<file path="src/img_dma_pkg.sv">
package img_dma_pkg;

	////////////////////////////////////////
	// widths
	////////////////////////////////////////
	localparam int PIXEL_W = 32;  // pixel and bus data width
	localparam int BUF_AW  = 12;  // buffer index width, block <= 4096 pixels

	typedef logic [PIXEL_W-1:0] pixel_t;
	typedef logic [31:0]        addr_t;     // byte address
	typedef logic [BUF_AW-1:0]  buf_addr_t;

	////////////////////////////////////////
	// job and bus command
	////////////////////////////////////////
	typedef struct packed {
		addr_t      in_base;       // source image base
		addr_t      out_base;      // result image base
		addr_t      start_offset;  // byte offset added on both sides
		logic [3:0] num_blocks;
	} job_t;

	typedef struct packed {
		logic  rd_req;
		logic  wr_req;
		addr_t addr;
	} mst_cmd_t;

	////////////////////////////////////////
	// pixel buffer ports
	////////////////////////////////////////
	typedef struct packed {
		logic      en;
		buf_addr_t addr;
		pixel_t    data;
	} buf_wr_t;

	typedef struct packed {
		logic      en;
		buf_addr_t addr;
	} buf_rd_t;

endpackage

</file>
<file path="src/pixel_ram.sv">
`timescale 1ns/1ps

module pixel_ram #(
	parameter int DEPTH = 64  // one block of pixels
) (
	input  logic                 Clk,
	input  img_dma_pkg::buf_wr_t wr,
	input  img_dma_pkg::buf_rd_t rd,
	output img_dma_pkg::pixel_t  rd_data
);
	import img_dma_pkg::*;

	localparam int AW = (DEPTH > 1) ? $clog2(DEPTH) : 1;  // used index bits

	pixel_t mem [0:DEPTH-1];

	// write port and registered read port, read holds when not enabled
	always_ff @(posedge Clk) begin
		if (wr.en) mem[wr.addr[AW-1:0]] <= wr.data;
		if (rd.en) rd_data <= mem[rd.addr[AW-1:0]];
	end

endmodule

</file>
<file path="src/burst_reader.sv">
`timescale 1ns/1ps

module burst_reader (
	input  logic                 Clk,
	input  logic                 rst_n,
	input  logic                 blk_start,     // restart at index 0
	input  img_dma_pkg::pixel_t  rd_data,
	input  logic                 rd_src_rdy_n,  // beat valid, active low
	output img_dma_pkg::buf_wr_t in_wr
);
	import img_dma_pkg::*;

	pixel_t    beat_q;    // captured read beat
	logic      beat_vld;
	buf_addr_t wr_idx;    // runs across all bursts of a block

	always_ff @(posedge Clk or negedge rst_n) begin
		if (!rst_n) begin
			beat_vld <= 1'b0;
			wr_idx   <= '0;
		end else begin
			beat_vld <= !rd_src_rdy_n;  // always ready, so every low cycle is a beat
			if (blk_start) wr_idx <= '0;
			else if (beat_vld) wr_idx <= wr_idx + 1'b1;  // step after each write
		end
	end

	always_ff @(posedge Clk) begin
		if (!rd_src_rdy_n) beat_q <= rd_data;
	end

	// buffer write one cycle after the beat
	assign in_wr.en   = beat_vld;
	assign in_wr.addr = wr_idx;
	assign in_wr.data = beat_q;

endmodule

</file>
<file path="src/stream_port.sv">
`timescale 1ns/1ps

module stream_port #(
	parameter int BLOCK_PIXELS = 64
) (
	input  logic                 Clk,
	input  logic                 rst_n,
	input  logic                 stream_start,
	output img_dma_pkg::buf_rd_t in_rd,
	input  img_dma_pkg::pixel_t  in_data,      // input buffer read data
	output logic                 m_valid,
	output img_dma_pkg::pixel_t  m_data,
	input  logic                 m_ready,
	input  logic                 s_valid,
	input  img_dma_pkg::pixel_t  s_data,
	output logic                 s_ready,
	output img_dma_pkg::buf_wr_t out_wr,
	output logic                 stream_done
);
	import img_dma_pkg::*;

	localparam int CNT_W = (BLOCK_PIXELS > 1) ? $clog2(BLOCK_PIXELS) : 1;
	localparam logic [CNT_W-1:0] LAST_CNT = CNT_W'(BLOCK_PIXELS - 1);

	logic             tx_busy;   // words left to send
	logic             rx_busy;   // results left to capture
	logic             running;   // between start and done
	logic [CNT_W-1:0] send_cnt;
	logic [CNT_W-1:0] recv_cnt;
	logic             rd_go;
	logic             s_fire;

	////////////////////////////////////////
	// send side
	////////////////////////////////////////
	// next read only when the word on m_data is free or leaving
	assign rd_go      = tx_busy && (!m_valid || m_ready);
	assign in_rd.en   = rd_go;
	assign in_rd.addr = buf_addr_t'(send_cnt);
	assign m_data     = in_data;  // ram output register holds the word while stalled

	////////////////////////////////////////
	// receive side
	////////////////////////////////////////
	assign s_ready     = rx_busy;
	assign s_fire      = s_valid && s_ready;
	assign out_wr.en   = s_fire;
	assign out_wr.addr = buf_addr_t'(recv_cnt);
	assign out_wr.data = s_data;

	always_ff @(posedge Clk or negedge rst_n) begin
		if (!rst_n) begin
			tx_busy     <= 1'b0;
			rx_busy     <= 1'b0;
			running     <= 1'b0;
			send_cnt    <= '0;
			recv_cnt    <= '0;
			m_valid     <= 1'b0;
			stream_done <= 1'b0;
		end else begin
			stream_done <= 1'b0;
			if (stream_start) begin
				tx_busy  <= 1'b1;
				rx_busy  <= 1'b1;
				running  <= 1'b1;
				send_cnt <= '0;
				recv_cnt <= '0;
			end else begin
				if (rd_go) begin
					send_cnt <= send_cnt + 1'b1;
					if (send_cnt == LAST_CNT) tx_busy <= 1'b0;  // last word read
				end
				if (s_fire) begin
					recv_cnt <= recv_cnt + 1'b1;
					if (recv_cnt == LAST_CNT) rx_busy <= 1'b0;
				end
				// finished once all sent, all captured and m_data drained
				if (running && !tx_busy && !rx_busy && !m_valid) begin
					running     <= 1'b0;
					stream_done <= 1'b1;
				end
			end
			if (rd_go) m_valid <= 1'b1;  // data shows up next cycle
			else if (m_ready) m_valid <= 1'b0;
		end
	end

endmodule

</file>
<file path="src/burst_writer.sv">
`timescale 1ns/1ps

module burst_writer #(
	parameter int BURST_BEATS = 16
) (
	input  logic                 Clk,
	input  logic                 rst_n,
	input  logic                 blk_start,
	input  logic                 wr_burst_go,   // burst acked by the bus
	output img_dma_pkg::buf_rd_t out_rd,
	input  img_dma_pkg::pixel_t  out_data,      // output buffer read data
	output img_dma_pkg::pixel_t  wr_data,
	output logic                 wr_src_rdy_n,
	output logic                 wr_sof_n,
	output logic                 wr_eof_n,
	input  logic                 wr_dst_rdy_n
);
	import img_dma_pkg::*;

	localparam int BEAT_W = (BURST_BEATS > 1) ? $clog2(BURST_BEATS) : 1;
	localparam logic [BEAT_W-1:0] LAST_BEAT = BEAT_W'(BURST_BEATS - 1);

	logic              load_q;    // first beat arrives from the buffer
	logic [BEAT_W-1:0] beat_cnt;  // beat on the bus now
	logic [BEAT_W-1:0] rd_left;   // buffer reads still owed this burst
	buf_addr_t         rd_idx;    // continues across bursts of a block
	logic              fire;
	logic              last;

	assign fire = !wr_src_rdy_n && !wr_dst_rdy_n;
	assign last = (beat_cnt == LAST_BEAT);

	////////////////////////////////////////
	// buffer read ahead
	////////////////////////////////////////
	// first read on go, then one more per loaded beat
	assign out_rd.en   = wr_burst_go || ((load_q || fire) && rd_left != '0);
	assign out_rd.addr = rd_idx;

	always_ff @(posedge Clk or negedge rst_n) begin
		if (!rst_n) begin
			load_q  <= 1'b0;
			rd_left <= '0;
			rd_idx  <= '0;
		end else begin
			load_q <= wr_burst_go;
			if (blk_start) rd_idx <= '0;
			else if (out_rd.en) rd_idx <= rd_idx + 1'b1;
			if (wr_burst_go) rd_left <= LAST_BEAT;  // go covers beat 0
			else if (out_rd.en) rd_left <= rd_left - 1'b1;
		end
	end

	// held beat, next one sits in the buffer output register
	always_ff @(posedge Clk) begin
		if (load_q || (fire && !last)) wr_data <= out_data;
	end

	////////////////////////////////////////
	// beat count and frame markers
	////////////////////////////////////////
	always_ff @(posedge Clk or negedge rst_n) begin
		if (!rst_n) begin
			beat_cnt     <= '0;
			wr_src_rdy_n <= 1'b1;
			wr_sof_n     <= 1'b1;
			wr_eof_n     <= 1'b1;
		end else if (load_q) begin
			beat_cnt     <= '0;
			wr_src_rdy_n <= 1'b0;  // two cycles after go
			wr_sof_n     <= 1'b0;
			wr_eof_n     <= (BURST_BEATS != 1);  // single-beat burst is also the last
		end else if (fire) begin
			beat_cnt <= beat_cnt + 1'b1;
			wr_sof_n <= 1'b1;
			if (last) begin
				wr_src_rdy_n <= 1'b1;  // burst complete
				wr_eof_n     <= 1'b1;
			end else begin
				wr_eof_n <= (beat_cnt + 1'b1 != LAST_BEAT);  // low with the final beat
			end
		end
	end

endmodule

</file>
<file path="src/block_sequencer.sv">
`timescale 1ns/1ps

module block_sequencer #(
	parameter int BLOCK_PIXELS = 64,
	parameter int BURST_BEATS  = 16
) (
	input  logic                  Clk,
	input  logic                  rst_n,
	input  logic                  begin_op,     // level, looked at only in idle
	input  img_dma_pkg::job_t     job,
	input  logic                  cmd_ack,
	input  logic                  cmd_cmplt,
	input  logic                  stream_done,
	output img_dma_pkg::mst_cmd_t mst_cmd,
	output logic                  blk_start,
	output logic                  stream_start,
	output logic                  wr_burst_go,
	output logic                  done
);
	import img_dma_pkg::*;

	localparam int REQS        = BLOCK_PIXELS / BURST_BEATS;  // requests per block
	localparam int REQ_W       = (REQS > 1) ? $clog2(REQS) : 1;
	localparam int BLOCK_BYTES = BLOCK_PIXELS * PIXEL_W / 8;
	localparam int BURST_BYTES = BURST_BEATS * PIXEL_W / 8;
	localparam logic [REQ_W-1:0] LAST_REQ = REQ_W'(REQS - 1);

	typedef enum logic [3:0] {
		S_IDLE,
		S_RD_REQ,    // raise read request
		S_RD_ACK,    // hold until acked
		S_RD_CMPLT,  // beats arriving
		S_STREAM,    // compute engine exchange
		S_WR_REQ,
		S_WR_ACK,
		S_WR_CMPLT,
		S_END        // done is high here
	} state_t;

	state_t           state;
	job_t             job_q;
	logic [3:0]       blk_cnt;
	logic [REQ_W-1:0] req_cnt;  // request within block
	addr_t            blk_off;
	addr_t            req_off;
	addr_t            rd_addr;
	addr_t            wr_addr;
	logic             last_req;
	logic             last_blk;

	////////////////////////////////////////
	// byte address of the current request
	////////////////////////////////////////
	assign blk_off  = addr_t'(blk_cnt) * addr_t'(BLOCK_BYTES);
	assign req_off  = addr_t'(req_cnt) * addr_t'(BURST_BYTES);
	assign rd_addr  = job_q.in_base + job_q.start_offset + blk_off + req_off;
	assign wr_addr  = job_q.out_base + job_q.start_offset + blk_off + req_off;
	assign last_req = (req_cnt == LAST_REQ);
	assign last_blk = (blk_cnt == job_q.num_blocks - 4'd1);

	always_ff @(posedge Clk) begin
		if (state == S_IDLE && begin_op) job_q <= job;  // job stays fixed till done
	end

	////////////////////////////////////////
	// main FSM
	////////////////////////////////////////
	always_ff @(posedge Clk or negedge rst_n) begin
		if (!rst_n) begin
			state        <= S_IDLE;
			blk_cnt      <= '0;
			req_cnt      <= '0;
			mst_cmd      <= '0;
			blk_start    <= 1'b0;
			stream_start <= 1'b0;
			wr_burst_go  <= 1'b0;
			done         <= 1'b0;
		end else begin
			// phase pulses are one cycle wide
			blk_start    <= 1'b0;
			stream_start <= 1'b0;
			wr_burst_go  <= 1'b0;
			done         <= 1'b0;
			case (state)
				S_IDLE: begin
					if (begin_op) begin
						blk_cnt   <= '0;
						req_cnt   <= '0;
						blk_start <= 1'b1;  // first block
						state     <= S_RD_REQ;
					end
				end
				S_RD_REQ: begin
					mst_cmd.rd_req <= 1'b1;
					mst_cmd.addr   <= rd_addr;
					state          <= S_RD_ACK;
				end
				S_RD_ACK: begin
					if (cmd_ack) begin
						mst_cmd.rd_req <= 1'b0;
						state          <= S_RD_CMPLT;
					end
				end
				S_RD_CMPLT: begin
					if (cmd_cmplt) begin
						if (last_req) begin  // whole block in the input buffer
							req_cnt      <= '0;
							stream_start <= 1'b1;
							state        <= S_STREAM;
						end else begin
							req_cnt <= req_cnt + 1'b1;
							state   <= S_RD_REQ;
						end
					end
				end
				S_STREAM: begin
					if (stream_done) state <= S_WR_REQ;
				end
				S_WR_REQ: begin
					mst_cmd.wr_req <= 1'b1;
					mst_cmd.addr   <= wr_addr;
					state          <= S_WR_ACK;
				end
				S_WR_ACK: begin
					if (cmd_ack) begin
						mst_cmd.wr_req <= 1'b0;
						wr_burst_go    <= 1'b1;  // writer starts its beats
						state          <= S_WR_CMPLT;
					end
				end
				S_WR_CMPLT: begin
					if (cmd_cmplt) begin
						if (!last_req) begin
							req_cnt <= req_cnt + 1'b1;
							state   <= S_WR_REQ;
						end else if (last_blk) begin
							done  <= 1'b1;  // one cycle after final cmplt
							state <= S_END;
						end else begin
							blk_cnt   <= blk_cnt + 1'b1;
							req_cnt   <= '0;
							blk_start <= 1'b1;
							state     <= S_RD_REQ;
						end
					end
				end
				S_END: state <= S_IDLE;
				default: state <= S_IDLE;
			endcase
		end
	end

endmodule

</file>
<file path="src/image_block_mover.sv">
`timescale 1ns/1ps

module image_block_mover #(
	parameter int BLOCK_PIXELS = 64,  // pixels per block
	parameter int BURST_BEATS  = 16   // beats per bus request
) (
	input  logic                  Clk,
	input  logic                  rst_n,
	input  logic                  begin_op,
	input  img_dma_pkg::job_t     job,
	output logic                  done,
	output img_dma_pkg::mst_cmd_t mst_cmd,
	input  logic                  cmd_ack,
	input  logic                  cmd_cmplt,
	input  img_dma_pkg::pixel_t   rd_data,
	input  logic                  rd_src_rdy_n,
	output img_dma_pkg::pixel_t   wr_data,
	output logic                  wr_src_rdy_n,
	output logic                  wr_sof_n,
	output logic                  wr_eof_n,
	input  logic                  wr_dst_rdy_n,
	output logic                  m_valid,
	output img_dma_pkg::pixel_t   m_data,
	input  logic                  m_ready,
	input  logic                  s_valid,
	input  img_dma_pkg::pixel_t   s_data,
	output logic                  s_ready
);
	import img_dma_pkg::*;

	logic    blk_start;     // new block, clear buffer indices
	logic    stream_start;
	logic    stream_done;
	logic    wr_burst_go;   // one write burst granted
	buf_wr_t in_wr;
	buf_rd_t in_rd;
	buf_wr_t out_wr;
	buf_rd_t out_rd;
	pixel_t  in_rd_data;
	pixel_t  out_rd_data;

	////////////////////////////////////////
	// control
	////////////////////////////////////////
	block_sequencer #(
		.BLOCK_PIXELS(BLOCK_PIXELS),
		.BURST_BEATS (BURST_BEATS)
	) block_sequencer_i (
		.Clk         (Clk),
		.rst_n       (rst_n),
		.begin_op    (begin_op),
		.job         (job),
		.cmd_ack     (cmd_ack),
		.cmd_cmplt   (cmd_cmplt),
		.stream_done (stream_done),
		.mst_cmd     (mst_cmd),
		.blk_start   (blk_start),
		.stream_start(stream_start),
		.wr_burst_go (wr_burst_go),
		.done        (done)
	);

	////////////////////////////////////////
	// pixel buffers
	////////////////////////////////////////
	pixel_ram #(.DEPTH(BLOCK_PIXELS)) in_buf_i (
		.Clk    (Clk),
		.wr     (in_wr),
		.rd     (in_rd),
		.rd_data(in_rd_data)
	);

	pixel_ram #(.DEPTH(BLOCK_PIXELS)) out_buf_i (
		.Clk    (Clk),
		.wr     (out_wr),
		.rd     (out_rd),
		.rd_data(out_rd_data)
	);

	////////////////////////////////////////
	// datapath
	////////////////////////////////////////
	burst_reader burst_reader_i (
		.Clk         (Clk),
		.rst_n       (rst_n),
		.blk_start   (blk_start),
		.rd_data     (rd_data),
		.rd_src_rdy_n(rd_src_rdy_n),
		.in_wr       (in_wr)
	);

	stream_port #(.BLOCK_PIXELS(BLOCK_PIXELS)) stream_port_i (
		.Clk         (Clk),
		.rst_n       (rst_n),
		.stream_start(stream_start),
		.in_rd       (in_rd),
		.in_data     (in_rd_data),
		.m_valid     (m_valid),
		.m_data      (m_data),
		.m_ready     (m_ready),
		.s_valid     (s_valid),
		.s_data      (s_data),
		.s_ready     (s_ready),
		.out_wr      (out_wr),
		.stream_done (stream_done)
	);

	burst_writer #(.BURST_BEATS(BURST_BEATS)) burst_writer_i (
		.Clk         (Clk),
		.rst_n       (rst_n),
		.blk_start   (blk_start),
		.wr_burst_go (wr_burst_go),
		.out_rd      (out_rd),
		.out_data    (out_rd_data),
		.wr_data     (wr_data),
		.wr_src_rdy_n(wr_src_rdy_n),
		.wr_sof_n    (wr_sof_n),
		.wr_eof_n    (wr_eof_n),
		.wr_dst_rdy_n(wr_dst_rdy_n)
	);

endmodule

</file>
<file path="config.mk">
export PLATFORM = sky130hd
export DESIGN_NAME = image_block_mover
export DESIGN_NICKNAME = d
export VERILOG_FILES = /design/src/img_dma_pkg.sv /design/src/pixel_ram.sv /design/src/burst_reader.sv /design/src/stream_port.sv /design/src/burst_writer.sv /design/src/block_sequencer.sv /design/src/image_block_mover.sv
export SDC_FILE = /design/constraint.sdc
export NUM_CORES = 2
export LEC_CHECK = 0
export BUFFER_PORTS_ARGS = -buffer_cell sky130_fd_sc_hd__clkbuf_2
export CAP_MARGIN = 10
export CORE_MARGIN = 3
export CORE_UTILIZATION = 25
export CTS_CLUSTER_DIAMETER = 80
export DETAILED_ROUTE_END_ITERATION = 10
export GPL_TIMING_DRIVEN = 0
export SETUP_SLACK_MARGIN = 0.3
export SKIP_CTS_REPAIR_TIMING = 1
export SLEW_MARGIN = 10
export SYNTH_ARGS = -nofsm -noshare
export SYNTH_HDL_FRONTEND = slang
export SYNTH_SLANG_ARGS = --single-unit
</file>
<file path="constraint.sdc">
create_clock -name Clk -period 4.33 [get_ports Clk]
set_input_delay 0.2165 -clock Clk [delete_from_list [all_inputs] [get_ports Clk]]
set_output_delay 0.2165 -clock Clk [all_outputs]
set_load 0.02 [all_outputs]
</file>
==> qor.txt <==
Period minus WS final: 3.95 ns
Fin Hold WS: 0.00291 ns
FMAX: 253 MHz
Largest net degree at the start of global routing: 73
Total gr overflow: 0
Clk_lat worst skew: 1.04 ns
Core area: 678000 µm²
#FFs+latches synth: 4414
Clock power share: 0.294
Pre-CTS setup slack: -0.205 ns
Final WL: 467 mm
Fin crit share: 0.913
Status: completed
Slew margin rel.: 0.158
Vias/cell: 4.62
# IOs: 277
Slew Limit Fails: 0
Die footprint: 692000 µm²
Int Pwr: 85800 µW
Distinct cell type count after synthesis: 59
Peak VDD IR: 442 µV
Core Rows: 302
RR Startpoint: stream_port_i.send_cnt[1]
Syn_nets: 7418
Critical Path RT: 5.03 ns
Setup crit end kind: register
Most area-hungry cell type in the Yosys netlist: edfxtp_1
CTS root buf: clkbuf_16
CTS Buf Count: 427
CTS tree: yes
Startpoint Class: register
FF+latch area: 132000 µm²
Clk buf depth: 4
DRT Pass-1 Iters: 6
Detailed Place HPWL: 319 mm
Pwr dens: 610 nW/µm²
Asr flop ratio synth: 0.0204
Switching Fraction: 0.318
ANT nets after route: 0
DRC viols: 0
PnR worst setup slack: 0.378 ns
Via count: 81800
Clock transition at path regs: 0.07 ns
Combinational Power Share: 0.308
Post-synthesis area per instance: 24.0 µm²
Netlist area before placement: 170000 µm²
Hold Path Origin: s_data[29]
Top-area cell type share of the netlist area: 0.762
Fin. Hold Viols: 0
GP Congestion: 0.808
Number of global-route vias before repair: 81100
Initial core utilization: 0.251
Crit path DAT: 4.65 ns
Chip width: 832 µm
# H-tree levels: 5
Area of the multi-input gates: 37700 µm²
Layout area overhead: 21.2%
I/O Buffers: 276
All-Layer GR Usage: 0.130
CP startpoint: stream_port_i.send_cnt[1]
RSZ-0062 raised after global routing: false
Top-count cell post-synth: edfxtp_1
Post-Synthesis Cells: 7111
Top FF cell, synth: edfxtp_1
Seq pwr share: 0.397
Share of layout cells above drive strength 1: 0.321
# fillers: 64600
Max-Cap Viols: 0
Endpoints failing setup: 0
Clock Skews: 0.104 ns
Synth area leaders: edfxtp_1, mux4_2, dfrtp_1, ha_1, nor2_1
Layout net count: 8661
Register area share after synthesis: 0.775
Worst-margin pin slew: 1.26 ns
Top post-synthesis cells by count: edfxtp_1, mux4_2, nor2_1
Antenna violations before repair: 56
Setup TNS: 0 ns
DIE HEIGHT: 832 µm
WL/cell: 26.4 µm
R2R Setup Slk: 0.38 ns
First-pass GRT wire length: 648 mm
Switching pwr: 40100 µW
Final Util: 0.305
Synthesis Warnings: 0
Leak: 0.0640 µW
Clock net sink count: 4414
WS Path Type: reg2reg
Crit path max fanout: 10
Iter 0 DRT Violations: 9970
EDFF count, synth: 4324
Min-delay worst type: in2reg
==> flip-flops by register name, indices dropped and copies added, names as in the netlist, 2 cells and up <==
signal / count
block_sequencer_i.req_cnt: 2
stream_port_i.send_cnt: 6
block_sequencer_i.blk_cnt: 4
block_sequencer_i.job_q: 100
burst_writer_i.wr_data: 32
out_buf_i.mem: 2048
block_sequencer_i.state: 4
block_sequencer_i.mst_cmd: 34
burst_reader_i.wr_idx: 6
burst_writer_i.rd_idx: 6
in_buf_i.rd_data: 32
burst_reader_i.beat_q: 32
burst_writer_i.rd_left: 4
stream_port_i.recv_cnt: 6
in_buf_i.mem: 2048
out_buf_i.rd_data: 32
burst_writer_i.beat_cnt: 4
==> per-layer routing <==
layer / track usage / vias up / wire [µm] / part of all wire
li1: - / 33200 / - / -
met1: 0.175 / 44500 / 188000 / 0.40
met2: 0.214 / 3455 / 227000 / 0.49
met3: 0.0262 / 627 / 37900 / 0.081
met4: 0.0368 / 10 / 13800 / 0.030
met5: 0 / - / 61 / 0.00013
==> worst max-delay path: stages, from the launching register on <==
cell and delay (ns):
dfrtp_1 0.35, clkbuf_1 0.42, clkbuf_2 0.62, clkbuf_1 0.57, mux4_2 0.45, mux4_2 0.66
mux4_2 0.58
==> power groups by stage <==
stage	Combinational, µW	Sequential, µW	Clock, µW
CTS	39100	50100	37700
detailed placement	39000	50900	0
floorplan	21400	51300	0
finish	38800	50000	37100
global route	40300	50200	39400
global placement	37500	51500	0
==> cell usage in the layout (no fill, tap or decap), drive strengths merged, types with 14 or more instances in the layout <==
master and n:
bufinv 36, fa 14, a21o 34, nand3 41
xnor2 35, nand2b 20, dlygate4sd3 274, nand2 89
o21ai 74, inv 62, edfxtp 4324, clkbuf 1005
clkinv 189, mux4 1344, xor2 40, nor2 217
diode 23, nor3 21, a21oi 73, dfrtp 87
o21a 14, ha 120, buf 412
==> final timing paths <==
check                      cells past startpoint                            to
max                                            6          in_buf_i.rd_data[24]
min                                            1          out_buf_i.mem[6][29]
max reg2reg                                    6          in_buf_i.rd_data[24]
min reg2reg                                    0    burst_writer_i.wr_data[11]
max in group asynchronous                      4  block_sequencer_i.mst_cmd[4]
min in group asynchronous                      4     stream_port_i.recv_cnt[1]
==> through the flow <==
| stage | area (µm²) | instances | power (µW) |
|---|---|---|---|
| 6_report | 207000 | 17700 | 126000 |
| 5_1_grt | 207000 | 17700 | 130000 |
| 4_1_cts | 204000 | 17400 | 127000 |
| 3_5_place_dp | 190000 | 16600 | 90000 |
| 3_3_place_gp | 183000 | 16400 | 89000 |
| 2_1_floorplan | 170000 | 7111 | 72800 |
==> layout make-up <==
class                   count  area share
multi-input cells        2305       0.182
well taps                8968      0.0543
clock buffers             524      0.0543
inverters                  39    0.000733
repair buffers            814      0.0478
diodes                     23    0.000279
plain buffers             353     0.00803
flip-flops and latches   4414       0.640
clock inverters           261      0.0125
==> cells by family after synthesis <==
family	Yosys count	share of synthesized area
flip-flops	4414	0.775
multiplexers	1357	0.178
adder cells (fa/ha/maj)	134	0.0105
AO/OA/AOI/OAI	271	0.00997
XOR/XNOR	75	0.00385
buffers and inverters	392	0.0101
AND/OR/NAND/NOR	468	0.0124
No activity file was read; power rests on OpenSTA's default activity.
